## src/logic/l2c_defines.svh

```systemverilog
`ifndef L2C_DEFINES_SVH
`define L2C_DEFINES_SVH

// Bus widths
`define L2C_ADDR_W 32
`define L2C_DATA_W 64
`define L2C_STRB_W 8

// Cache geometry, 8 sets of 2 ways with 4 words per line
`define L2C_LINE_BEATS 4
`define L2C_SETS 8
`define L2C_WAYS 2

// Address split: tag | set | word | byte
`define L2C_OFFS_W 5
`define L2C_WORD_W 2
`define L2C_SET_W 3
`define L2C_TAG_W 24

// Any nonzero value keeps the LFSR out of the lock-up state
`define L2C_LFSR_SEED 16'hACE1

`endif

```

## src/logic/l2c_pkg.sv

```systemverilog
`default_nettype none

`include "l2c_defines.svh"

package l2c_pkg;

	// Plain vectors with a meaning
	typedef logic [`L2C_ADDR_W-1:0] addr_t;
	typedef logic [`L2C_DATA_W-1:0] data_t;
	typedef logic [`L2C_STRB_W-1:0] strb_t;
	typedef logic [`L2C_TAG_W-1:0] tag_t;
	typedef logic [`L2C_SET_W-1:0] set_t;
	typedef logic [`L2C_WORD_W-1:0] word_idx_t;
	typedef logic [`L2C_WAYS-1:0] way_oh_t;

	// Client request, one word read or strobed write
	typedef struct packed {
		logic wr;
		addr_t addr;
		data_t data;
		strb_t strb;
	} cpu_req_t;

	// Write-through beat towards memory
	typedef struct packed {
		addr_t addr;
		data_t data;
		strb_t strb;
	} mem_wr_t;

	// One beat of a refill burst
	typedef struct packed {
		data_t data;
		logic last;
	} mem_rd_t;

	typedef enum logic [2:0] {
		IDLE, LOOKUP, REFILL, READ_RSP, WRITE_MEM, WRITE_RSP, FENCE
	} l2c_state_e;

endpackage

`default_nettype wire

```

## src/logic/l2c_ctrl.sv

```systemverilog
`timescale 1ns/1ns
`default_nettype none

`include "l2c_defines.svh"

// One transaction in flight; reads allocate, writes go through
module l2c_ctrl (
	input  logic               clk,
	input  logic               rst_n,
	input  logic               req_valid,
	output logic               req_ready,
	input  l2c_pkg::cpu_req_t  req,
	output logic               rsp_valid,
	input  logic               rsp_ready,
	output l2c_pkg::data_t     rsp_data,
	output logic               w_valid,
	input  logic               w_ready,
	output l2c_pkg::mem_wr_t   w,
	input  logic               b_valid,
	output logic               b_ready,
	input  logic               fence_req,
	output logic               fence_done,
	// Array and refill side
	input  logic               hit,
	input  l2c_pkg::data_t     hit_data,
	output l2c_pkg::addr_t     cur_addr,
	output logic               fill_start,
	input  logic               fill_done,
	input  logic               beat_valid,
	input  l2c_pkg::data_t     beat_data,
	output logic               wr_en,
	output l2c_pkg::data_t     wr_data,
	output l2c_pkg::strb_t     wr_strb,
	output logic               flush
);

	l2c_pkg::l2c_state_e state_q;
	l2c_pkg::l2c_state_e state_d;
	l2c_pkg::cpu_req_t req_q;
	l2c_pkg::word_idx_t fill_word_q;
	logic live_q;
	logic w_sent_q;
	logic req_take;
	logic fence_take;

	// Nothing is taken in the first cycle out of reset
	// Fence wins over a request presented in the same cycle
	assign req_ready = live_q && (state_q == l2c_pkg::IDLE) && !fence_req;
	assign req_take = req_valid && req_ready;
	assign fence_take = live_q && (state_q == l2c_pkg::IDLE) && fence_req;

	// Valid bits drop on the edge that enters FENCE
	assign flush = fence_take;
	assign fence_done = (state_q == l2c_pkg::FENCE);

	// Read miss starts the line fetch, write misses never allocate
	assign fill_start = (state_q == l2c_pkg::LOOKUP) && !req_q.wr && !hit;

	// Word bits walk the line while beats arrive
	assign cur_addr = (state_q == l2c_pkg::REFILL) ?
		{req_q.addr[`L2C_ADDR_W-1:`L2C_OFFS_W], fill_word_q,
		 {(`L2C_OFFS_W-`L2C_WORD_W){1'b0}}} : req_q.addr;

	// Array update: whole beats on refill, client strobes on a write hit
	assign wr_en = ((state_q == l2c_pkg::LOOKUP) && req_q.wr && hit) ||
		((state_q == l2c_pkg::REFILL) && beat_valid);
	assign wr_data = (state_q == l2c_pkg::REFILL) ? beat_data : req_q.data;
	assign wr_strb = (state_q == l2c_pkg::REFILL) ? '1 : req_q.strb;

	// Response, the arrays hold still while it waits
	assign rsp_valid = (state_q == l2c_pkg::READ_RSP) || (state_q == l2c_pkg::WRITE_RSP);
	assign rsp_data = (state_q == l2c_pkg::READ_RSP) ? hit_data : '0;

	// Write-through, W first then wait on B
	assign w_valid = (state_q == l2c_pkg::WRITE_MEM) && !w_sent_q;
	assign b_ready = (state_q == l2c_pkg::WRITE_MEM) && w_sent_q;
	assign w = {req_q.addr, req_q.data, req_q.strb};

	always_comb begin
		state_d = state_q;
		case (state_q)
			l2c_pkg::IDLE: begin
				if (fence_take) begin
					state_d = l2c_pkg::FENCE;
				end else if (req_take) begin
					state_d = l2c_pkg::LOOKUP;
				end
			end
			l2c_pkg::LOOKUP: begin
				if (req_q.wr) begin
					state_d = l2c_pkg::WRITE_MEM;
				end else if (hit) begin
					state_d = l2c_pkg::READ_RSP;
				end else begin
					state_d = l2c_pkg::REFILL;
				end
			end
			// Second lookup after the fill turns into a hit
			l2c_pkg::REFILL: begin
				if (fill_done) begin
					state_d = l2c_pkg::LOOKUP;
				end
			end
			l2c_pkg::WRITE_MEM: begin
				if (b_valid && b_ready) begin
					state_d = l2c_pkg::WRITE_RSP;
				end
			end
			l2c_pkg::READ_RSP, l2c_pkg::WRITE_RSP: begin
				if (rsp_ready) begin
					state_d = l2c_pkg::IDLE;
				end
			end
			default: state_d = l2c_pkg::IDLE;
		endcase
	end

	always_ff @(posedge clk or negedge rst_n) begin
		if (!rst_n) begin
			state_q <= l2c_pkg::IDLE;
			live_q <= 1'b0;
			w_sent_q <= 1'b0;
			fill_word_q <= '0;
		end else begin
			state_q <= state_d;
			live_q <= 1'b1;
			if (w_valid && w_ready) begin
				w_sent_q <= 1'b1;
			end else if (b_valid && b_ready) begin
				w_sent_q <= 1'b0;
			end
			// Burst starts at word 0 of the line
			if (fill_start) begin
				fill_word_q <= '0;
			end else if (beat_valid) begin
				fill_word_q <= fill_word_q + 1'b1;
			end
		end
	end

	// Request payload
	always_ff @(posedge clk) begin
		if (req_take) begin
			req_q <= req;
		end
	end

	// Response word holds still under back-pressure
	a_rsp_hold: assert property (@(posedge clk) disable iff (!rst_n)
		rsp_valid && !rsp_ready |=> rsp_valid && $stable(rsp_data));

	a_w_stable: assert property (@(posedge clk) disable iff (!rst_n)
		w_valid && !w_ready |=> w_valid && $stable(w));

endmodule

`default_nettype wire

```

## src/logic/l2c_data_array.sv

```systemverilog
`timescale 1ns/1ns
`default_nettype none

`include "l2c_defines.svh"

module l2c_data_array (
	input  logic                 clk,
	input  l2c_pkg::set_t        set_idx,
	input  l2c_pkg::word_idx_t   word_idx,
	input  l2c_pkg::way_oh_t     way_sel,
	input  logic                 wr_en,
	input  l2c_pkg::data_t       wr_data,
	input  l2c_pkg::strb_t       wr_strb,
	output l2c_pkg::data_t       rd_data
);

	l2c_pkg::data_t line_mem [`L2C_SETS][`L2C_WAYS][`L2C_LINE_BEATS];

	// Byte lanes written under the strobes
	always_ff @(posedge clk) begin
		if (wr_en) begin
			for (int w = 0; w < `L2C_WAYS; w++) begin
				for (int b = 0; b < `L2C_STRB_W; b++) begin
					if (way_sel[w] && wr_strb[b]) begin
						line_mem[set_idx][w][word_idx][b*8 +: 8] <= wr_data[b*8 +: 8];
					end
				end
			end
		end
	end

	// AND-OR select across ways, zero when no way is picked
	always_comb begin
		rd_data = '0;
		for (int w = 0; w < `L2C_WAYS; w++) begin
			if (way_sel[w]) begin
				rd_data = rd_data | line_mem[set_idx][w][word_idx];
			end
		end
	end

endmodule

`default_nettype wire

```

## src/logic/l2c_refill.sv

```systemverilog
`timescale 1ns/1ns
`default_nettype none

`include "l2c_defines.svh"

// Fixed incrementing burst of one line
module l2c_refill (
	input  logic               clk,
	input  logic               rst_n,
	input  logic               fill_start,
	input  l2c_pkg::addr_t     line_addr,
	output logic               ar_valid,
	input  logic               ar_ready,
	output l2c_pkg::addr_t     ar_addr,
	input  logic               r_valid,
	output logic               r_ready,
	input  l2c_pkg::mem_rd_t   r_beat,
	output logic               beat_valid,
	output logic               fill_done
);

	logic ar_valid_q;
	logic r_ready_q;
	l2c_pkg::word_idx_t beat_cnt;
	l2c_pkg::addr_t ar_addr_q;

	assign ar_valid = ar_valid_q;
	assign ar_addr = ar_addr_q;
	assign r_ready = r_ready_q;
	assign beat_valid = r_valid && r_ready_q;
	assign fill_done = beat_valid && r_beat.last;

	always_ff @(posedge clk or negedge rst_n) begin
		if (!rst_n) begin
			ar_valid_q <= 1'b0;
			r_ready_q <= 1'b0;
			beat_cnt <= '0;
		end else begin
			if (fill_start) begin
				ar_valid_q <= 1'b1;
			end else if (ar_valid_q && ar_ready) begin
				ar_valid_q <= 1'b0;
			end
			// Open for data from the AR transfer up to the last beat
			if (ar_valid_q && ar_ready) begin
				r_ready_q <= 1'b1;
			end else if (fill_done) begin
				r_ready_q <= 1'b0;
			end
			if (fill_start) begin
				beat_cnt <= '0;
			end else if (beat_valid) begin
				beat_cnt <= beat_cnt + 1'b1;
			end
		end
	end

	// Line aligned, stays put until the AR transfer
	always_ff @(posedge clk) begin
		if (fill_start) begin
			ar_addr_q <= {line_addr[`L2C_ADDR_W-1:`L2C_OFFS_W], {`L2C_OFFS_W{1'b0}}};
		end
	end

	a_last_on_final_beat: assert property (@(posedge clk) disable iff (!rst_n)
		beat_valid |-> (r_beat.last == (beat_cnt == l2c_pkg::word_idx_t'(`L2C_LINE_BEATS-1))));

endmodule

`default_nettype wire

```

## src/logic/l2c_tag_array.sv

```systemverilog
`timescale 1ns/1ns
`default_nettype none

`include "l2c_defines.svh"

module l2c_tag_array (
	input  logic               clk,
	input  logic               rst_n,
	input  l2c_pkg::addr_t     cur_addr,
	input  logic               fill_start,
	input  logic               flush,
	output logic               hit,
	output l2c_pkg::way_oh_t   hit_way,
	output l2c_pkg::way_oh_t   fill_way
);

	l2c_pkg::tag_t tag_mem [`L2C_SETS][`L2C_WAYS];
	logic [`L2C_SETS-1:0][`L2C_WAYS-1:0] valid_q;
	logic [15:0] lfsr_q;
	l2c_pkg::set_t set_idx;
	l2c_pkg::tag_t cur_tag;
	l2c_pkg::way_oh_t set_valid;
	l2c_pkg::way_oh_t victim;
	l2c_pkg::way_oh_t fill_way_q;

	assign set_idx = cur_addr[`L2C_OFFS_W +: `L2C_SET_W];
	assign cur_tag = cur_addr[`L2C_ADDR_W-1 -: `L2C_TAG_W];
	assign set_valid = valid_q[set_idx];

	// All ways of the set compared in parallel
	always_comb begin
		for (int w = 0; w < `L2C_WAYS; w++) begin
			hit_way[w] = set_valid[w] && (tag_mem[set_idx][w] == cur_tag);
		end
	end

	assign hit = |hit_way;

	// Lowest free way first, LFSR pick once the set is full
	always_comb begin
		victim = '0;
		if (&set_valid) begin
			victim[lfsr_q[$clog2(`L2C_WAYS)-1:0]] = 1'b1;
		end else begin
			// Walk downwards so the lowest free way is the last one kept
			for (int w = `L2C_WAYS-1; w >= 0; w--) begin
				if (!set_valid[w]) begin
					victim = l2c_pkg::way_oh_t'(1) << w;
				end
			end
		end
	end

	// Free running, taps 16 14 13 11
	always_ff @(posedge clk or negedge rst_n) begin
		if (!rst_n) begin
			lfsr_q <= `L2C_LFSR_SEED;
		end else begin
			lfsr_q <= {lfsr_q[14:0], lfsr_q[15] ^ lfsr_q[13] ^ lfsr_q[12] ^ lfsr_q[10]};
		end
	end

	// Line becomes valid as soon as the fill is launched
	always_ff @(posedge clk or negedge rst_n) begin
		if (!rst_n) begin
			valid_q <= '0;
			fill_way_q <= '0;
		end else if (flush) begin
			valid_q <= '0;
		end else if (fill_start) begin
			valid_q[set_idx] <= set_valid | victim;
			// Held so refill beats keep landing in the same way
			fill_way_q <= victim;
		end
	end

	always_ff @(posedge clk) begin
		if (fill_start) begin
			for (int w = 0; w < `L2C_WAYS; w++) begin
				if (victim[w]) begin
					tag_mem[set_idx][w] <= cur_tag;
				end
			end
		end
	end

	assign fill_way = fill_way_q;

	// Same tag never lives in two ways of one set
	a_hit_onehot: assert property (@(posedge clk) disable iff (!rst_n)
		$onehot0(hit_way));

endmodule

`default_nettype wire

```

## src/logic/l2c_top.sv

```systemverilog
`timescale 1ns/1ns
`default_nettype none

`include "l2c_defines.svh"

module l2c_top (
	input  logic               clk,
	input  logic               rst_n,
	// Client port
	input  logic               req_valid,
	output logic               req_ready,
	input  l2c_pkg::cpu_req_t  req,
	output logic               rsp_valid,
	input  logic               rsp_ready,
	output l2c_pkg::data_t     rsp_data,
	// Memory read address and data
	output logic               ar_valid,
	input  logic               ar_ready,
	output l2c_pkg::addr_t     ar_addr,
	input  logic               r_valid,
	output logic               r_ready,
	input  l2c_pkg::mem_rd_t   r_beat,
	// Memory write and write response
	output logic               w_valid,
	input  logic               w_ready,
	output l2c_pkg::mem_wr_t   w,
	input  logic               b_valid,
	output logic               b_ready,
	// Fence
	input  logic               fence_req,
	output logic               fence_done
);

	l2c_pkg::addr_t cur_addr;
	l2c_pkg::data_t hit_data;
	l2c_pkg::data_t wr_data;
	l2c_pkg::strb_t wr_strb;
	l2c_pkg::way_oh_t hit_way;
	l2c_pkg::way_oh_t fill_way;
	l2c_pkg::way_oh_t way_sel;
	logic hit;
	logic fill_start;
	logic fill_done;
	logic beat_valid;
	logic wr_en;
	logic flush;

	// Refill beats go to the victim way, everything else to the hit way
	assign way_sel = r_ready ? fill_way : hit_way;

	l2c_ctrl u_ctrl (
		.clk(clk), .rst_n(rst_n),
		.req_valid(req_valid), .req_ready(req_ready), .req(req),
		.rsp_valid(rsp_valid), .rsp_ready(rsp_ready), .rsp_data(rsp_data),
		.w_valid(w_valid), .w_ready(w_ready), .w(w),
		.b_valid(b_valid), .b_ready(b_ready),
		.fence_req(fence_req), .fence_done(fence_done),
		.hit(hit), .hit_data(hit_data), .cur_addr(cur_addr),
		.fill_start(fill_start), .fill_done(fill_done),
		.beat_valid(beat_valid), .beat_data(r_beat.data),
		.wr_en(wr_en), .wr_data(wr_data), .wr_strb(wr_strb), .flush(flush)
	);

	l2c_tag_array u_tag_array (
		.clk(clk), .rst_n(rst_n), .cur_addr(cur_addr),
		.fill_start(fill_start), .flush(flush),
		.hit(hit), .hit_way(hit_way), .fill_way(fill_way)
	);

	// Set and word index come straight from the controller address
	l2c_data_array u_data_array (
		.clk(clk),
		.set_idx(cur_addr[`L2C_OFFS_W +: `L2C_SET_W]),
		.word_idx(cur_addr[`L2C_OFFS_W-`L2C_WORD_W +: `L2C_WORD_W]),
		.way_sel(way_sel), .wr_en(wr_en), .wr_data(wr_data), .wr_strb(wr_strb),
		.rd_data(hit_data)
	);

	l2c_refill u_refill (
		.clk(clk), .rst_n(rst_n), .fill_start(fill_start), .line_addr(cur_addr),
		.ar_valid(ar_valid), .ar_ready(ar_ready), .ar_addr(ar_addr),
		.r_valid(r_valid), .r_ready(r_ready), .r_beat(r_beat),
		.beat_valid(beat_valid), .fill_done(fill_done)
	);

endmodule

`default_nettype wire
```

## config.mk

```make
export PLATFORM = sky130hd
export DESIGN_NAME = l2c_top
export DESIGN_NICKNAME = d
export VERILOG_FILES = /design/src/logic/l2c_pkg.sv /design/src/logic/l2c_ctrl.sv /design/src/logic/l2c_data_array.sv /design/src/logic/l2c_refill.sv /design/src/logic/l2c_tag_array.sv /design/src/logic/l2c_top.sv
export VERILOG_INCLUDE_DIRS = /design/src /design/src/logic
export SDC_FILE = /design/constraint.sdc
export NUM_CORES = 2
export LEC_CHECK = 0
export BUFFER_PORTS_ARGS = -buffer_cell sky130_fd_sc_hd__buf_2
export CAP_MARGIN = 20
export CORE_ASPECT_RATIO = 0.9
export CORE_UTILIZATION = 40
export DETAILED_ROUTE_END_ITERATION = 6
export PLACE_DENSITY_LB_ADDON = 0.1
export SYNTH_ARGS = -nofsm -noshare
export SYNTH_HDL_FRONTEND = slang
export SYNTH_MEMORY_MAX_BITS = 65536
export SYNTH_SLANG_ARGS = --single-unit
```

## constraint.sdc

```tcl
create_clock -name clk -period 5.6 [get_ports clk]
set_clock_uncertainty 0.2 [all_clocks]
set_input_delay 0.28 -clock clk [delete_from_list [all_inputs] [get_ports clk]]
set_output_delay 0.28 -clock clk [all_outputs]
set_load 0.01 [all_outputs]
```

* Yosys cells after proc, flatten, opt, wreduce, memory -nomap -nowiden
Memory sizes are Yosys's and may differ from the RTL's. A register that Yosys moved wholly into a read port is not among the register bits. Index checks and enable logic that the tools add are counted.
Storage, ports and cells: memories kept 2, memory bits (writable) 4480, register bits 175, logic and storage cells 7384, bits of input ports 179, output and inout port bits 207
Memory list:
- u_data_array.line_mem | depth 8, bits a word 512, read ports 1, clocked after memory_dff 1, wr ports 1, RTL line l2c_data_array.sv:17 | l2c_pkg::data_t line_mem [`L2C_SETS][`L2C_WAYS][`L2C_LINE_BEATS];
- u_tag_array.tag_mem | depth 8, bits a word 48, read ports 1, clocked after memory_dff 1, wr ports 1, RTL line l2c_tag_array.sv:17 | l2c_pkg::tag_t tag_mem [`L2C_SETS][`L2C_WAYS];
Operators by class: equality and inequality tests 12, muxes and demuxes 3697, reductions and logical operators 54, bitwise logic cells 3591, add/subtract/negate cells 1, $lt $le $gt $ge 6
Operators with widths (count):
- 256-bit 2-to-1 mux | 16
- 1-bit 2-to-1 mux | 3630
- 1-bit bitwise OR | 3584
- 64-bit demux with 2-bit select | 8
- 64-bit 2-to-1 mux | 9
- 64-bit binary-select mux with 2-bit select | 2
- 64-bit bitwise OR | 1
- 56-bit 2-to-1 mux | 1
- 24-bit equality test | 2
- 16-bit 2-to-1 mux | 3
- 48-bit 2-to-1 mux | 1
- 40-bit 2-to-1 mux | 1
- 1-bit logical AND | 37
- 32-bit 2-to-1 mux | 1
- 24-bit 2-to-1 mux | 1
- 3-bit 2-to-1 mux | 8
- 16-bit bitwise mux | 1
- 2-bit 2-to-1 mux | 8
- 8-bit 2-to-1 mux | 2
- 3-bit one-hot mux with 5 select lines | 1
- 2-bit nonzero test | 5
- 3-bit equality test, second input constant | 3
- 2-bit binary-select mux with 3-bit select | 1
- 2-bit demux with 3-bit select | 1
- 23 further kinds | 34

* Logic depth before layout (Yosys ltp)
depth in word-level cells 15, mapped depth 14, depth with buffers taken out 9

* Hierarchy
Synthesis repeated with hierarchy kept, for this count alone.
Second synthesis, totals: cell total of the unflattened synthesis 10730, area, all modules 181064.9 um^2
By module, submodules not included:
- l2c_data_array | instances 1, area each 157518.6 um^2, cells an instance 9301
- l2c_tag_array | instances 1, area each 16624.7 um^2, cells an instance 932
- l2c_ctrl | instances 1, area each 5958.2 um^2, cells an instance 454
- l2c_refill | instances 1, area each 940.9 um^2, cells an instance 41
- l2c_top | instances 1, area each 22.5 um^2, cells an instance 2

* Least setup slack after synthesis
OpenSTA, ideal clock, no wires.
path kind register -> register, start register with a tool-made name, end memory u_data_array.line_mem[3][144] (netlist name), enable pin, path slack 1.468 ns, stages on the path, launching flop included 14, arrival time 3.538 ns, setup time 0.395 ns, path buffers 4, required time 5.005 ns, path through dfxtp_1 > buf_6 > clkbuf_1 > mux2_2 > o22ai_1 > a221oi_1 > xor2_1 > nor4_1 > nand4b_1 > o21a_1 > or2_1 > clkbuf_1 > buf_4 > nor4_1
RTL lines (RTL line):
- end: declaration | l2c_data_array.sv:17

==> tab_implementation.tex <==
\begin{tabular}{lr}
\hline
Metric & Value \\
\hline
\multicolumn{2}{l}{\textbf{Final layout}} \\
Fraction of final layout cells sized beyond drive strength 1 & 0.404 \\
Commonest cells after routing, fill and taps aside & edfxtp\_1 (4612), mux4\_2 (1336), buf\_4 (878), clkbuf\_16 (488), buf\_2 (354) \\
Final net count & 9517 \\
Most frequent standard cell in the layout excluding fill and tap cells & edfxtp\_1 \\
Final cell utilization of the core & 0.480 \\
Number of inserted filler cells in the final layout & 37.0k \\
Count of non-filler cells in the finished layout & 15.8k \\
Total area of multi-input combinational cells & 41800 µm² \\
Area used by sequential logic in the layout & 140000 µm² \\
Area added between synthesis and finish & 19.5\% \\
\multicolumn{2}{l}{\textbf{STA}} \\
Highest attainable clock frequency & 0.177 GHz \\
Final hold vios & 0 \\
Max-slew violation count & 0 \\
Relative max-transition margin & 0.201 \\
RSZ-0062 raised after global routing & yes \\
Actual transition at the worst max-transition pin & 1200 ps \\
Final Cycle Share & 1.01 \\
Tmin final & 5670 ps \\
Final worst setup slack & -65.5 ps \\
Setup violations, final & 15 \\
\multicolumn{2}{l}{\textbf{Power and ir drop}} \\
Pwr per Cell Area & 376 nW/µm² \\
Largest vdd supply drop & 0.314 mV \\
Sequential fraction of design power & 0.486 \\
Combinational fraction of design power & 0.131 \\
Net switching share of the total power & 0.250 \\
Internal Power & 61.6 mW \\
Leakage power & 69.3 nW \\
Power spent charging and discharging nets & 20.6 mW \\
Clock group share of total power & 0.384 \\
\multicolumn{2}{l}{\textbf{Setup path}} \\
Largest stage delay on the critical path & 550 ps \\
Critical Path Sink Type & output pin \\
Data required, critical path & 5120 ps \\
Cell repeated most along the worst path & buf\_12 \\
Slowest cell on crit path & mux4\_2 \\
Critical path fanouts, max & 24 \\
CP Cell Sequence & buf\_12 -> clkbuf\_4 -> buf\_4 -> mux4\_2 -> mux2i\_4 -> xnor2\_1 -> nor2\_2 -> nand4\_1 -> nand4b\_1 -> o21a\_4 -> or2\_4 -> buf\_12 -> o22ai\_4 -> buf\_2 \\
Path type of the worst setup path & register to output pin \\
Startpoint types & register \\
Internal reg-to-reg setup slack & 410 ps \\
Worst endpoint data arrival time & 5190 ps \\
\multicolumn{2}{l}{\textbf{Clocking}} \\
Clock tree from TritonCTS & done \\
Insertion delay to the later sink of the worst-skew pair & 1020 ps \\
H-tree lvl count & 5 \\
Total clock sinks & 4658 \\
Register clock-pin slew on the reported worst setup and hold paths & 60 ps \\
Inserted Clock Buffers & 481 \\
Clock tree root buffer cell & clkbuf\_16 \\
Number of buffers on the longest clock path & 4 \\
\multicolumn{2}{l}{\textbf{Logic synthesis}} \\
Sequential fraction of the synthesis area & 0.763 \\
Post-Synthesis Mean Instance Area & 23.2 µm² \\
Number of enable flip-flop cells after synthesis & 4612 \\
Predominant post-synthesis flop cell & edfxtp\_1 \\
Post-synthesis async set-or-reset flop share & 0.00923 \\
Mapped cell area & 183000 µm² \\
Number of instances in the synthesized netlist & 7882 \\
Warnings from Yosys & 0 \\
Number of unique standard cell types used by synthesis & 48 \\
Seq cells post-synth & 4658 \\
\multicolumn{2}{l}{\textbf{Detailed routing}} \\
Number of DRC markers in iteration 0 & 8464 \\
Wire length per cell after detailed routing & 31.1 µm \\
Vias/cell & 5.61 \\
Number of nets with antenna violations after routing & 0 \\
Number of iterations in the first detailed-routing pass & 5 \\
Number of remaining DRC errors & 0 \\
Vias & 88.5k \\
Final Routed Wirelength & 492 mm \\
\multicolumn{2}{l}{\textbf{Global routing}} \\
First-pass GRT wire length & 704 mm \\
Maximum number of pins on one net before global-route repair & 125 \\
Initial antenna violation count & 20 \\
Remaining global-route overflow & 0 \\
Overall routing resource usage & 0.212 \\
Vias in the first global route & 92.1k \\
\multicolumn{2}{l}{\textbf{Floorplan}} \\
I/O pin count & 386 \\
Core Area & 455000 µm² \\
Initial standard-cell utilization of the core & 0.402 \\
Area of the die & 460000 µm² \\
Die width & 715 µm \\
Die Y & 644 µm \\
\# rows & 235 \\
\multicolumn{2}{l}{\textbf{Run status}} \\
Violations in the final reports & setup timing \\
Status & finished, violations left \\
\multicolumn{2}{l}{\textbf{Placement}} \\
Total of buffers placed on input and output ports & 380 \\
HPWL reported at the end of detailed placement & 296 mm \\
Cell count after placement & 14.6k \\
Worst-case setup slack after placement & -298 ps \\
Weighted congestion reported at the end of routability-driven placement & 0.764 \\
\multicolumn{2}{l}{\textbf{Run}} \\
Number of violations of the max-capacitance limit & 0 \\
\multicolumn{2}{l}{\textbf{Hold path}} \\
Path type of the worst min-delay path & primary input to register \\
\hline
\end{tabular}
-- layer usage --
metal  track usage  vias to the layer above  wire length, µm  share of wire
met5             0                        -                0              0
met4        0.0407                        0             9040          0.018
met3        0.0284                      574            26600          0.054
met2         0.339                     2754           236000           0.48
met1         0.314                    48300           220000           0.45
li1              -                    36900                -              -
-- flip-flops by register name, indices dropped and copies added (netlist names), named ones only --
register,flops
u_tag_array.lfsr_q,16
u_ctrl.state_q,3
u_refill.r_ready,1
u_ctrl.live_q,1
u_ctrl.w_sent_q,1
u_refill.ar_addr,27
u_ctrl.req_q,1
u_tag_array.tag_mem,384
u_tag_array.valid_q,16
u_tag_array.fill_way,2
u_data_array.line_mem,4096
u_ctrl.fill_word_q,2
u_refill.ar_valid,1
u_ctrl.w,104
-- path summary, 6_finish.rpt --
| path | from | end | depth (start not counted) |
|---|---|---|---|
| worst max-delay path | register | rsp_data[50] | 14 |
| worst min-delay path | r_beat[35] | u_data_array.line_mem[2][354]$_DFFE_PP_ | 3 |
| worst max register to register | register | u_data_array.line_mem[3][59]$_DFFE_PP_ | 15 |
| worst min register to register | u_tag_array.lfsr_q[14]$_DFF_PN0_ | u_tag_array.lfsr_q[15]$_DFF_PN1_ | 0 |
| max in group asynchronous | rst_n | u_tag_array.lfsr_q[12]$_DFF_PN0_ | 4 |
| min in group asynchronous | rst_n | u_tag_array.lfsr_q[13]$_DFF_PN1_ | 3 |
-- area by class of cell --
type | count | share of cell area
Multi-Input combinational cell | 2523 | 0.191
Clock buffer | 603 | 0.0582
Sequential cell | 4658 | 0.639
Clock inverter | 283 | 0.0125
Timing Repair Buffer | 1669 | 0.0643
Tap cell | 6043 | 0.0346
Inverter | 5 | 0.000120
Antenna cell | 8 | 0.0000916
-- cells in the mapped netlist (40+ instances only) --
cell type / number / area (µm²)
xor2_1: 40 / 350
nor4_1: 351 / 2200
mux4_2: 1336 / 30100
nor2_1: 47 / 176
buf_1: 97 / 364
nor4_2: 163 / 2040
edfxtp_1: 4612 / 138000
clkbuf_1: 316 / 1190
mux2_2: 85 / 957
o22ai_1: 73 / 457
buf_4: 123 / 923
mux2i_1: 232 / 2320
buf_2: 143 / 716
-- metrics by stage --
stage / total power [mW] / area, µm² / setup TNS (ps) / hold slack (ps)
3_5_place_dp: 51.0 / 198000 / -177190 / 138
4_1_cts: 83.1 / 218000 / -2790 / 4.09
6_report: 82.2 / 219000 / -478 / 87.4
3_3_place_gp: 50.8 / 198000 / -139840 / 133
2_1_floorplan: 46.3 / 183000 / 0 / -216
5_1_grt: 84.8 / 219000 / -5230 / 38.2
-- power groups by stage --
stage | sequential [mW] | clock, mW | combinational [mW]
2_1_floorplan | 40.6 | 0 | 5.68
5_1_grt | 39.9 | 33.5 | 11.4
4_1_cts | 39.9 | 32.3 | 10.8
3_3_place_gp | 40.7 | 0 | 10.1
3_5_place_dp | 40.7 | 0 | 10.3
6_report | 39.9 | 31.5 | 10.7
-- cells by family after synthesis --
group,Yosys count,share of synthesized area
muxes,1653,0.182
buffers and inverters,706,0.0189
DFF,4658,0.763
and+or+nand+nor,672,0.0274
AOI/OAI and AO/OA,142,0.00545
xor gates and xnor gates,49,0.00235
other,2,0.0000411
-- critical path: cells and delay by family (launching register included) --
kind                   cells  cell delay (ps)
flip-flops                 1              490
AND/OR/NAND/NOR            4             1010
multiplexers               2              740
buffers and inverters      5              900
AO/OA/AOI/OAI              2              670
XOR/XNOR                   1              110
-- repair_timing --
action	4_1_cts	5_1_grt
cloned	10	1
endpoints found under the hold margin	1472	379
hold buffers	273	9
gates resized for setup	181	34
buffers inserted	25	7
setup endpoints to repair	1622	64
pin swaps	38	17
(Power assumes the default switching activity.)
